## config.mk

```make
export PLATFORM = sky130hd
export DESIGN_NAME = machine_csr
export DESIGN_NICKNAME = d
export VERILOG_FILES = /design/src/hw/fetch_pkg.sv /design/src/hw/machine_csr.sv
export SDC_FILE = /design/constraint.sdc
export NUM_CORES = 1
export LEC_CHECK = 0
export BUFFER_PORTS_ARGS = -buffer_cell sky130_fd_sc_hd__clkbuf_2
export CORE_ASPECT_RATIO = 1.25
export CORE_MARGIN = 10
export CORE_UTILIZATION = 47
export DETAILED_ROUTE_END_ITERATION = 8
export PLACE_DENSITY = 0.76
export SETUP_SLACK_MARGIN = 0.5
export SLEW_MARGIN = 20
export SYNTH_ARGS = -nofsm -noshare
export SYNTH_HDL_FRONTEND = slang
export SYNTH_SLANG_ARGS = --single-unit
```

## constraint.sdc

```tcl
create_clock -name clock -period 1 [get_ports clock]
set_input_delay 0.2 -clock clock [delete_from_list [all_inputs] [get_ports clock]]
set_output_delay 0.2 -clock clock [all_outputs]
set_load 0.005 [all_outputs]
```

## src/hw/fetch_pkg.sv

```systemverilog
`default_nettype none

package fetch_pkg;

  localparam int xlen = 32;
  localparam int fetch_width = 64;
  localparam int wb_sel_bits = fetch_width / 8;

  localparam int btac_entries = 64;
  localparam int btac_index_bits = $clog2(btac_entries);
  localparam int btac_tag_bits = xlen - btac_index_bits - 2;

  localparam logic [xlen-1:0] reset_vector = 32'h0000_0000;

  localparam logic csr_sel_mtvec = 1'b0;
  localparam logic csr_sel_mepc = 1'b1;

  typedef enum logic [1:0] {idle, busy, ctrl} fetch_state_t;

  typedef enum logic [1:0] {kind_jal, kind_jalr, kind_branch} resolve_kind_t;

  typedef struct packed {
    logic enable;
    logic sel;                           // 0 mtvec, 1 mepc
    logic [xlen-1:0] data;
  } csr_write_t;

  typedef struct packed {
    logic trap;
    logic mret;
    logic [xlen-1:0] mtvec;
    logic [xlen-1:0] mepc;
  } csr_out_t;

  typedef struct packed {
    logic valid;
    logic [xlen-1:0] pc;
    logic [xlen-1:0] npc;
    logic [xlen-1:0] addr;               // Actual target
    logic taken;
    resolve_kind_t kind;
  } resolve_t;

  typedef struct packed {
    logic [xlen-1:0] pc;                 // Lookup pc, slot 1 is pc+4
    logic taken;
    logic [xlen-1:0] taddr;
    logic [xlen-1:0] tpc;
    logic stall;
    logic clear;
  } btac_in_t;

  typedef struct packed {
    logic pred_branch;
    logic [xlen-1:0] pred_baddr;
    logic [xlen-1:0] pred_pc;
    logic pred_miss;
    logic [xlen-1:0] pred_maddr;
  } btac_out_t;

  typedef struct packed {
    logic valid;
    logic spec;
    logic [xlen-1:0] addr;
  } mem_req_t;

  typedef struct packed {
    logic ready;
    logic [fetch_width-1:0] rdata;
  } mem_rsp_t;

  typedef struct packed {
    logic valid;
    logic [xlen-1:0] pc;
    logic [fetch_width-1:0] rdata;
    logic taken;
    logic [xlen-1:0] taddr;
  } fetch_bundle_t;

  typedef struct packed {
    logic cyc;
    logic stb;
    logic we;
    logic [xlen-1:0] adr;
    logic [wb_sel_bits-1:0] sel;
  } wb_m2s_t;

  typedef struct packed {
    logic ack;
    logic [fetch_width-1:0] dat;
  } wb_s2m_t;

endpackage

`default_nettype wire
```

## src/hw/machine_csr.sv

```systemverilog
`timescale 1ns/1ns
`default_nettype none

module machine_csr
  import fetch_pkg::*;
(
  input  logic       clock,
  input  logic       reset,
  input  csr_write_t csr_write,
  input  logic       trap,
  input  logic       mret,
  output csr_out_t   csr_out
);

  logic [xlen-1:0] mtvec_q;
  logic [xlen-1:0] mepc_q;
  logic trap_q;
  logic mret_q;

  always_ff @(posedge clock) begin
    if (reset == 1'b0) begin
      mtvec_q <= '0;
      mepc_q <= '0;
      trap_q <= 1'b0;
      mret_q <= 1'b0;
    end else begin
      trap_q <= trap;                    // One cycle late so a same-cycle write settles
      mret_q <= mret;
      if (csr_write.enable && csr_write.sel == csr_sel_mtvec) begin
        mtvec_q <= csr_write.data;
      end
      if (csr_write.enable && csr_write.sel == csr_sel_mepc) begin
        mepc_q <= csr_write.data;
      end
    end
  end

  always_comb begin
    csr_out.trap = trap_q;
    csr_out.mret = mret_q && !trap_q;    // Trap wins
    csr_out.mtvec = mtvec_q;
    csr_out.mepc = mepc_q;
  end

endmodule

`default_nettype wire

```

[Word level (Yosys, flattened, before mapping)]
Index checks and enable logic that the tools add are counted.
Cells by class
  bitwise operators: 1
  reduce and logical (&&, ||, !) cells: 4
Operators by type and width (number)
  $logic_and A1 B1 Y1: 3
  $logic_not A1 Y1: 1
  $not A1 Y1: 1
Word-level totals
  register bits: 66
  input port bits: 38
  output and inout bits: 66

[Depth between registers and ports, before layout]
Gate-level depths: netlist (run 1).
  depth after elaboration: 2
  mapped depth: 5

[Worst setup path before layout (run 1)]
OpenSTA, ideal clock, no wires.
  path type: input -> register
  start point: input port csr_write[33] (netlist bit)
  end point: register mtvec_q[0]
  arrival time: 801 ps
  required time: 928 ps
  setup slack: 127 ps
  cell stages on the path: 4
  cell sequence: nor2b_1 -> buf_2 -> buf_6 -> mux2i_1
Between the ends
  cells in the longest elaborated chain, start to end: 1
Ends and longest elaborated chain
  start, declared: line machine_csr.sv:9  | input csr_write_t csr_write,
  $logic_and A1 B1 Y1: line machine_csr.sv:29  | if (csr_write.enable && csr_write.sel == csr_sel_mtvec) begin
  end signal, assigned: line machine_csr.sv:30  | mtvec_q <= csr_write.data;
  end, declared: line machine_csr.sv:15  | logic [xlen-1:0] mtvec_q;
No other way between the ends.
A chain may end at the register's enable or synchronous reset.

==> impl_results.md, run 1 <==
* Setup Total Neg Slack at -0.0553 ns
* Crit-path cells: nor2b_4 > buf_2
* Most numerous cell in the Yosys netlist: nand2_1
* Fin util at 83.7%
* Kind of critical path: flip-flop to output pin
* CP max stage cell: dfxtp_1
* Final ANT Viol Nets at 0
* IO Pins at 104
* Worst path required time at 0.80 ns
* Hold depth at 2
* Mux share of post-synthesis cell area at 25.6%
* Simple-gate share of the synthesized area at 15.7%
* Non-filler cells, final at 465
* Async SR Flop Fraction at 0%
* Delay-heaviest family, CP: flip-flops
* Area contributors post-synth: dfxtp_1 53%, mux2i_1 26%, nand2_1 14%
* Worst Path Arrival at 0.86 ns
* Compound-Gate Fraction of Synth Area at 0%
* Pre-CTS setup slack at -0.00324 ns
* GRT Overall Usage at 15.8%
* Area Overhead vs Synth at 71.5%
* CORE AREA at 0.00512 mm2
* Adder-cell share of the synthesized area at 0%
* DPL Wire Length at 4.76 mm
* First-pass GRT wire length at 11.1 mm
* Setup crit end kind: output pin
* Final global-route overflow total at 0
* Failing checks: negative setup slack
* Fin area at 0.00428 mm2
* CP Max Fanout at 1
* Root Buffer: clkbuf_8
* H-tree Lvls at 3
* Crit start category: flip-flop
* Sequential share of power at 49.2%
* I/O Buffers at 103
* CTS tree: done
* Largest net degree at the start of global routing at 29
* Syn. warnings at 0
* Initial antenna violation count at 0
* Hold_buf cts at 0
* Clock sink count at 66
* Synthesized cell area at 0.00250 mm2
* Reg-to-reg slack, setup at 0.20 ns
* Synth cell count leaders: 96 x nand2_1, 66 x dfxtp_1, 64 x mux2i_1
* Overall Power at 5.89 mW
* Hold-critical path endpoint: mret_q
* Worst-path clk slew at 0.07 ns
* Layout Nets at 436
* Drt initial violations at 87
* Status: finished, violations left
* Post-Syn Nets at 289
* Synth unique cells at 9
* Combinational Power Share at 17.3%
* Post-route clock period utilization at 106%
* Clock Latency Late Sink at 0.32 ns
* Layout Skew at 0 ns
* Initial Util at 48.8%
* Hold path startpoint: mret
* DRC at 0
* Max Cap Viol at 0
* Switching share of total power at 26.0%
* TritonCTS Buffers at 9
* Main synth FF type: dfxtp_1
* Number of diodes at 0
* DR vias/cell at 4.90
* Synth Instances at 251
* Pre-Repair DR Iteration Count at 4
* Cells on worst reg2reg path at 4
* Die area at 0.00865 mm2
* Capturing point of the worst reg2reg path: mepc_q[20]
* Worst Setup Slack, final at -0.0553 ns
* FMAX at 948 MHz
* Largest family of logic cells by synthesized area: multiplexers
* Vias in the first global route at 2,262
* GPL Wtd Cong at 0.730
* Max_slew headroom at 86.9%
* Yosys top cell by area: dfxtp_1
* RSZ-0062 raised after global routing: yes
* Height of the die at 102 um
* Xor-xnor portion of the synthesized cell area at 0%
* DR WL/cell at 17.8 um
* Worst-margin pin slew at 0.192 ns
* Power Dens Cells at 1380 mW/mm2
* Leakage power at 1.97 nW
* Cells after DPL at 406
* Clock power share at 33.5%
* Yosys reg bits at 66
* Tmin final at 1.06 ns
* Max Slew Vio Count at 0
* Syn Area/Cell at 9.95 um2
* Final hold violations at 0
* Share of the synthesized area in the top cell type at 52.9%
* FP Rows at 29
* RR Startpoint: mepc_q[20]
* Routed Wire Length at 8.29 mm
* Net Sw Power at 1.53 mW
* Layout cells sized above 1 at 67.2%
* Placed cell areas at 0.00318 mm2
* Post-synth EDFFs at 0
* Internal power at 4.36 mW
* CP peak stage delay at 0.31 ns
* Register area share after synthesis at 52.9%
* Die X at 85.2 um
* Vias at 2,277
* Final Setup Violations at 1
* Hold Slack at 0.0802 ns
* Hold Path Class: input port to flip-flop
* Crit path buf inv count at 1
* Deepest clock path buffer count at 2
* Peak supply drop at 1.05 mV
[final cells by class]
class | count | area [um2]
clock buffers | 11 | 141
multi-input cells | 165 | 1130
repair buffers | 156 | 1500
well taps | 62 | 77.6
fillers | 270 | 832
flip-flops and latches | 66 | 1400
clock inverters | 5 | 30.0
[layout by cell type, fill, tap and decap left out, drive strengths merged]
cell / n
clkbuf: 72
clkinv: 3
mux2i: 64
and2: 3
nor2b: 2
clkinvlp: 2
buf: 95
nand2: 96
dfxtp: 66
[how the worst max path moves through the flow]
stage / start / endpoint / slack [ns] / cells after the start
2_1_floorplan: csr_write[33] / mtvec_q[0] / 0.16 / 4
3_3_place_gp: csr_write[32] / mepc_q[8] / 0.05 / 4
3_5_place_dp: reset / mtvec_q[22] / -0.003 / 4
4_1_cts: mret_q / csr_out[64] / -0.08 / 2
5_1_grt: mret_q / csr_out[64] / -0.10 / 2
6_report: mret_q / csr_out[64] / -0.06 / 2
[repair_timing]
action | in CTS | in global routing
pin swaps | 1 | 1
gates cloned | 3 | 1
setup buffers | 18 | 21
gates resized for setup | 60 | 112
endpoints found under the setup margin | 132 | 130
[logic make-up (layout without fill, tap and decap cells)]
group / Yosys count / after routing
buffers and inverters: 20 / 172
DFF: 66 / 66
muxes: 64 / 64
and+or+nand+nor: 101 / 101
[worst register-to-register path: cells and delay by family (launching register included)]
| family | cells | cell delay (ns) |
|---|---|---|
| buf+inv | 2 | 0.18 |
| flops | 1 | 0.36 |
| mux | 1 | 0.15 |
| simple gates | 1 | 0.03 |
[state kept, by name, summed over array words and instances (netlist names)]
name     flops
mtvec_q     32
trap_q       1
mret_q       1
mepc_q      32
[power by group through the flow]
stage                     combinational, mW  sequential (mW)  clock [mW]
after CTS                             0.795             2.86        1.99
final                                  1.02             2.90        1.98
after floorplan                       0.355             2.92           0
after detailed placement              0.653             2.91           0
after global placement                0.637             2.90           0
after global routing                   1.09             2.91        2.13
[metal layers]
layer | track usage [%] | vias up | routed length, um
li1 | - | 1105 | -
met1 | 17.3 | 1088 | 3120
met2 | 27.9 | 72 | 4660
met3 | 4.26 | 12 | 333
met4 | 6.98 | 0 | 173
met5 | 0 | - | 0
Note: power is estimated with default switching activity, not from simulation.
==> run 2: changes to the inputs <==
Settings changed: PLACE_DENSITY 0.76 to 0.79.
==> run 2 against run 1 <==
- the flow still finishes with violations (negative setup slack)
- clock skew stayed put
- die area stayed put
- maximum frequency fell by 2.5%
- non-clock buffer count shrank 3
- power grew 11%
- critical path type unchanged
- critical endpoint unchanged
- highest routed layer unchanged
==> impl_results.md, run 2 (synthesis results as in run 1) <==
* Status: finished, violations left (unchanged)
* Failing checks: negative setup slack (unchanged)
* DR WL/cell at 17.4 um (was 17.8 um)
* GRT Overall Usage at 16.5% (was 15.8%)
* CP Max Fanout at 1 (unchanged)
* FMAX at 924 MHz (was 948 MHz)
* Initial Util at 48.8% (unchanged)
* FF/Latch Area at 0.00140 mm2 (unchanged)
* Tmin final at 1.08 ns (was 1.06 ns)
* Hold Path Class: input port to flip-flop (unchanged)
* Commonest non-fill, non-tap cell in the layout: nand2_1 (was buf_6)
* FP Rows at 29 (unchanged)
* Most frequent cells in the layout: 83 x nand2_1, 65 x dfxtp_2, 63 x buf_6 (was 80 x buf_6, 65 x nand2_1, 65 x dfxtp_2)
* DRC at 0 (unchanged)
* CP peak stage delay at 0.32 ns (was 0.31 ns)
* Final Setup Violations at 4 (was 1)
* Non-filler cells, final at 462 (was 465)
* Hold-critical path endpoint: mret_q (unchanged)
* I/O Buffers at 103 (unchanged)
* DPL Wire Length at 4.51 mm (was 4.76 mm)
* TritonCTS Buffers at 9 (unchanged)
* Post-route clock period utilization at 108% (was 106%)
* Delay-heaviest family, CP: flip-flops (unchanged)
* Largest net degree at the start of global routing at 43 (was 29)
* Worst Setup Slack, final at -0.0828 ns (was -0.0553 ns)
* Vias in the first global route at 2,245 (was 2,262)
* Height of the die at 102 um (unchanged)
* Setup crit end kind: output pin (unchanged)
* Pre-Repair DR Iteration Count at 4 (unchanged)
* Die X at 85.2 um (unchanged)
* Root Buffer: clkbuf_8 (unchanged)
* Multi-input gate area at 0.00109 mm2 (was 0.00113 mm2)
* Clock Latency Late Sink at 0.33 ns (was 0.32 ns)
* CORE AREA at 0.00512 mm2 (unchanged)
* Drt initial violations at 64 (was 87)
* Clock sink count at 66 (unchanged)
* H-tree Lvls at 3 (unchanged)
* Reg-to-reg slack, setup at 0.21 ns (was 0.20 ns)
* Number of diodes at 0 (unchanged)
* RR Startpoint: mepc_q[28] (was mepc_q[20])
* First-pass GRT wire length at 11.3 mm (was 11.1 mm)
* Layout Nets at 433 (was 436)
* Layout cells sized above 1 at 62.7% (was 67.2%)
* Crit path buf inv count at 1 (unchanged)
* DR vias/cell at 4.95 (was 4.90)
* Area Overhead vs Synth at 70.4% (was 71.5%)
* Max Cap Viol at 0 (unchanged)
* CTS tree: done (unchanged)
* RSZ-0062 raised after global routing: yes (unchanged)
* Routed Wire Length at 8.05 mm (was 8.29 mm)
* CP max stage cell: dfxtp_1 (unchanged)
* Worst-margin pin slew at 0.260 ns (was 0.192 ns)
* Peak supply drop at 1.44 mV (was 1.05 mV)
* Crit-path cells: nor2b_4 > clkbuf_2 (was nor2b_4 > buf_2)
* Max_slew headroom at 82.6% (was 86.9%)
* Largest registers: mepc_q (32), mtvec_q (32) (unchanged)
* Cells on worst reg2reg path at 4 (unchanged)
* Kind of critical path: flip-flop to output pin (unchanged)
* Final ANT Viol Nets at 0 (unchanged)
* GPL Wtd Cong at 0.708 (was 0.730)
* Final hold violations at 0 (unchanged)
* Max Slew Vio Count at 0 (unchanged)
* Crit start category: flip-flop (unchanged)
* Worst path required time at 0.80 ns (about the same)
* Worst Path Arrival at 0.88 ns (was 0.86 ns)
* Die area at 0.00865 mm2 (unchanged)
* Hold depth at 2 (unchanged)
* Vias at 2,288 (was 2,277)
* Deepest clock path buffer count at 2 (unchanged)
* Layout Skew at 0 ns (unchanged)
* Pre-CTS setup slack at -0.0136 ns (was -0.00324 ns)
* Final global-route overflow total at 0 (unchanged)
* Capturing point of the worst reg2reg path: mepc_q[28] (was mepc_q[20])
* Hold path startpoint: mret (unchanged)
* Leakage power at 1.97 nW (about the same)
* Initial antenna violation count at 0 (unchanged)
* Cells after DPL at 403 (was 406)
* Worst-path clk slew at 0.08 ns (was 0.07 ns)
* Power Dens Cells at 1540 mW/mm2 (was 1380 mW/mm2)
* IO Pins at 104 (unchanged)
* Fillers at 288 (was 270)
==> run 2: changes by cell type in the layout (fill, tap and decap cells not counted), sizes merged <==
cell | before | now
buf | 95 | 91
bufinv | 0 | 3
clkinvlp | 2 | 0
==> run 2: final cells by class <==
type	count	area share, %
multi-input cells	165	25.6
flip-flops and latches	66	32.9
well taps	62	1.82
clock inverters	6	2.47
repair buffers	153	34.2
clock buffers	10	3.00
==> run 2: how the worst max path moves through the flow <==
stage,startpoint,end,slack [ns],cells after the start
floorplan,csr_write[33],mtvec_q[0],0.16,4
global placement,csr_write[33],mtvec_q[19],0.06,4
detailed placement,csr_write[33],mtvec_q[26],-0.01,4
CTS,mret_q,csr_out[64],-0.10,2
global route,mret_q,csr_out[64],-0.12,2
finish,mret_q,csr_out[64],-0.08,2
==> run 2: metal layers <==
| layer | share of wire (%) | track usage [%] | up-vias |
|---|---|---|---|
| met2 | 54 | 27.5 | 77 |
| met1 | 38 | 17.6 | 1086 |
| met3 | 5.4 | 7.31 | 15 |
| met5 | 0 | 0 | - |
| met4 | 2.8 | 7.61 | 0 |
| li1 | - | - | 1110 |
==> run 2: stage by stage <==
stage          area [um2]  total power, mW  util (%)  TNS (ns)  hold slack (ns)
2_1_floorplan        2610             3.27         -         0            0.327
3_3_place_gp         3140             3.52      61.4         0            0.414
3_5_place_dp         3140             3.54      61.4   -0.0136            0.410
4_1_cts              3830             6.39      74.8    -0.198           0.0435
5_1_grt              4260             6.77      83.2    -0.617           0.0487
6_report             4260             6.55      83.2    -0.114           0.0570
==> run 2: where the power goes <==
part	internal (mW)	switching, mW	leakage (nW)	total (mW)
clock network	1.64	1.02	0.120	2.67
logic	0.604	0.397	1.29	1.00
registers	2.79	0.0950	0.567	2.89
total	5.04	1.51	1.97	6.55
==> run 2: timing repair <==
action | in CTS | in global routing
cloned | 7 | 0
setup endpoints to repair | 130 | 130
setup buffers | 21 | 15
resized for setup | 56 | 83
hold buffers | 0 | 0
==> run 3: changes to the inputs <==
Settings changed: GPL_TIMING_DRIVEN set to 0.
Clock period 1 ns to 1.2 ns, I/O delays scaled along.
==> run 3 against run 2 <==
- the flow now finishes without violations
- critical path type unchanged
- largest power group unchanged
- combinational power shrank 15%
- die area is the same
- power shrank 26%
- register-to-register slack gained 0.21 ns
- worst hold slack gained 0.047 ns
- critical path depth is the same
- wire length shrank 0.24%
- clock-buffer cell count grew 3
- critical endpoint is now csr_out[65]
==> impl_results.md, run 3 (synthesis results as in run 1) <==
* Vias in the first global route at 2,378 (was 2,245)
* Deepest clock path buffer count at 2 (unchanged)
* First-pass GRT wire length at 11.5 mm (was 11.3 mm)
* FP Rows at 29 (unchanged)
* Worst Setup Slack, final at 0.0924 ns (was -0.0828 ns)
* Max Cap Viol at 0 (unchanged)
* Crit start category: flip-flop (unchanged)
* Hold Path Class: input port to flip-flop (unchanged)
* Max_slew headroom at 83.5% (was 82.6%)
* Worst Path Arrival at 0.87 ns (was 0.88 ns)
* Worst-path clk slew at 0.07 ns (was 0.08 ns)
* Clock sink count at 66 (unchanged)
* Hold depth at 2 (unchanged)
* Final ANT Viol Nets at 0 (unchanged)
* DR WL/cell at 17.0 um (was 17.4 um)
* Fillers at 289 (was 288)
* Hold Slack at 0.104 ns (was 0.0570 ns)
* Status: finished clean (was finished, violations left)
* Setup Total Neg Slack at 0 ns (was -0.114 ns)
* Final Setup Violations at 0 (was 4)
* FF/Latch Area at 0.00140 mm2 (unchanged)
* Non-filler cells, final at 472 (was 462)
* RR Startpoint: mepc_q[16] (was mepc_q[28])
* DPL Wire Length at 4.93 mm (was 4.51 mm)
* CORE AREA at 0.00512 mm2 (unchanged)
* Commonest non-fill, non-tap cell in the layout: nand2_1 (unchanged)
* Setup crit end kind: output pin (unchanged)
* Max Slew Vio Count at 0 (unchanged)
* Area Overhead vs Synth at 70.0% (was 70.4%)
* I/O Buffers at 102 (was 103)
* FMAX at 903 MHz
* Routed Wire Length at 8.03 mm (was 8.05 mm)
* Pre-CTS setup slack at 0.0864 ns (was -0.0136 ns)
* Cells on worst reg2reg path at 4 (unchanged)
* Most frequent cells in the layout: 87 x nand2_1, 65 x dfxtp_2, 64 x clkbuf_2 (was 83 x nand2_1, 65 x dfxtp_2, 63 x buf_6)
* DR vias/cell at 4.87 (was 4.95)
* Power Dens Cells at 1140 mW/mm2 (was 1540 mW/mm2)
* Drt initial violations at 112 (was 64)
* Worst-margin pin slew at 0.247 ns (was 0.260 ns)
* Multi-input gate area at 0.00107 mm2 (was 0.00109 mm2)
* Worst Setup SP: trap_q (was mret_q)
* CTS tree: done (unchanged)
* Die X at 85.2 um (unchanged)
* Tmin final at 1.11 ns
* Capturing point of the worst reg2reg path: mepc_q[16] (was mepc_q[28])
* Pre-Repair DR Iteration Count at 4 (unchanged)
* Initial Util at 48.8% (unchanged)
* RSZ-0062 raised after global routing: yes (unchanged)
* Layout cells sized above 1 at 61.7% (was 62.7%)
* Final hold violations at 0 (unchanged)
* Worst path required time at 0.96 ns (was 0.80 ns)
* GRT Overall Usage at 16.4% (was 16.5%)
* Largest net degree at the start of global routing at 11 (was 43)
* Root Buffer: clkbuf_8 (unchanged)
* Number of diodes at 0 (unchanged)
* IO Pins at 104 (unchanged)
* Cells after DPL at 415 (was 403)
* Height of the die at 102 um (unchanged)
* Vias at 2,300 (was 2,288)
* GPL Wtd Cong at 0.731 (was 0.708)
* Fin util at 83.0% (was 83.2%)
* Largest registers: mepc_q (32), mtvec_q (32) (unchanged)
* Layout Skew at 0 ns (unchanged)
* Hold path startpoint: mret (unchanged)
* Die area at 0.00865 mm2 (unchanged)
* Hold-critical path endpoint: mret_q (unchanged)
* Reg-to-reg slack, setup at 0.42 ns (was 0.21 ns)
* Layout Nets at 443 (was 433)
* Initial antenna violation count at 0 (unchanged)
* Post-route clock period utilization at 92.3%
* Kind of critical path: flip-flop to output pin (unchanged)
* Peak supply drop at 0.768 mV (was 1.44 mV)
* Clock Latency Late Sink at 0.33 ns (about the same)
* Leakage power at 1.99 nW (was 1.97 nW)
* CP Max Fanout at 2 (was 1)
* Hold_buf cts at 0 (unchanged)
* H-tree Lvls at 3 (unchanged)
* Final global-route overflow total at 0 (unchanged)
* TritonCTS Buffers at 9 (unchanged)
* DRC at 0 (unchanged)
run 3: changes by cell type in the layout (fill, tap and decap cells not counted), sizes merged:
cell and change:
clkbuf +7, bufinv -3, buf +6
run 3: cell type report:
cell class,instances,area share (%)
clock buffers,13,3.51
plain buffers,20,6.13
flip-flops and latches,66,33.0
well taps,62,1.83
multi-input cells,165,25.2
clock inverters,3,0.354
repair buffers,143,30.0
run 3: through the flow:
stage	total power [mW]	area, um2
global placement	2.94	3140
floorplan	2.71	2550
CTS	4.68	3770
global route	5.06	4250
finish	4.86	4250
detailed placement	2.96	3140
run 3: worst max-delay path, stage by stage, from the launching register on:
cell and delay, ns:
dfxtp_2 0.32, buf_4 0.12, clkbuf_2 0.10
run 3: what timing repair did:
item,CTS,global route
setup buffers,25,10
endpoints found under the setup margin,97,130
gates cloned,4,2
hold endpoints to repair,0,0
gates resized for setup,82,88
run 3: how the worst max path moves through the flow:
stage / endpoint / cells past startpoint
2_1_floorplan: mtvec_q[0] / 4
3_3_place_gp: mtvec_q[3] / 5
3_5_place_dp: mtvec_q[14] / 5
4_1_cts: csr_out[64] / 2
5_1_grt: csr_out[65] / 2
6_report: csr_out[65] / 2
run 3: layer usage:
layer  track usage (%)  wire, um  vias to the layer above
met4              9.01       294                        0
met3              4.82       454                       19
li1                  -         -                     1123
met5                 0         0                        -
met1              17.0      2870                     1078
met2              29.0      4410                       80
run 3: power breakdown:
part           internal [mW]  switching, mW  total (mW)
sequential              2.33         0.0739        2.40
clock                  0.799          0.810        1.61
combinational          0.520          0.332       0.852
total                   3.65           1.22        4.86
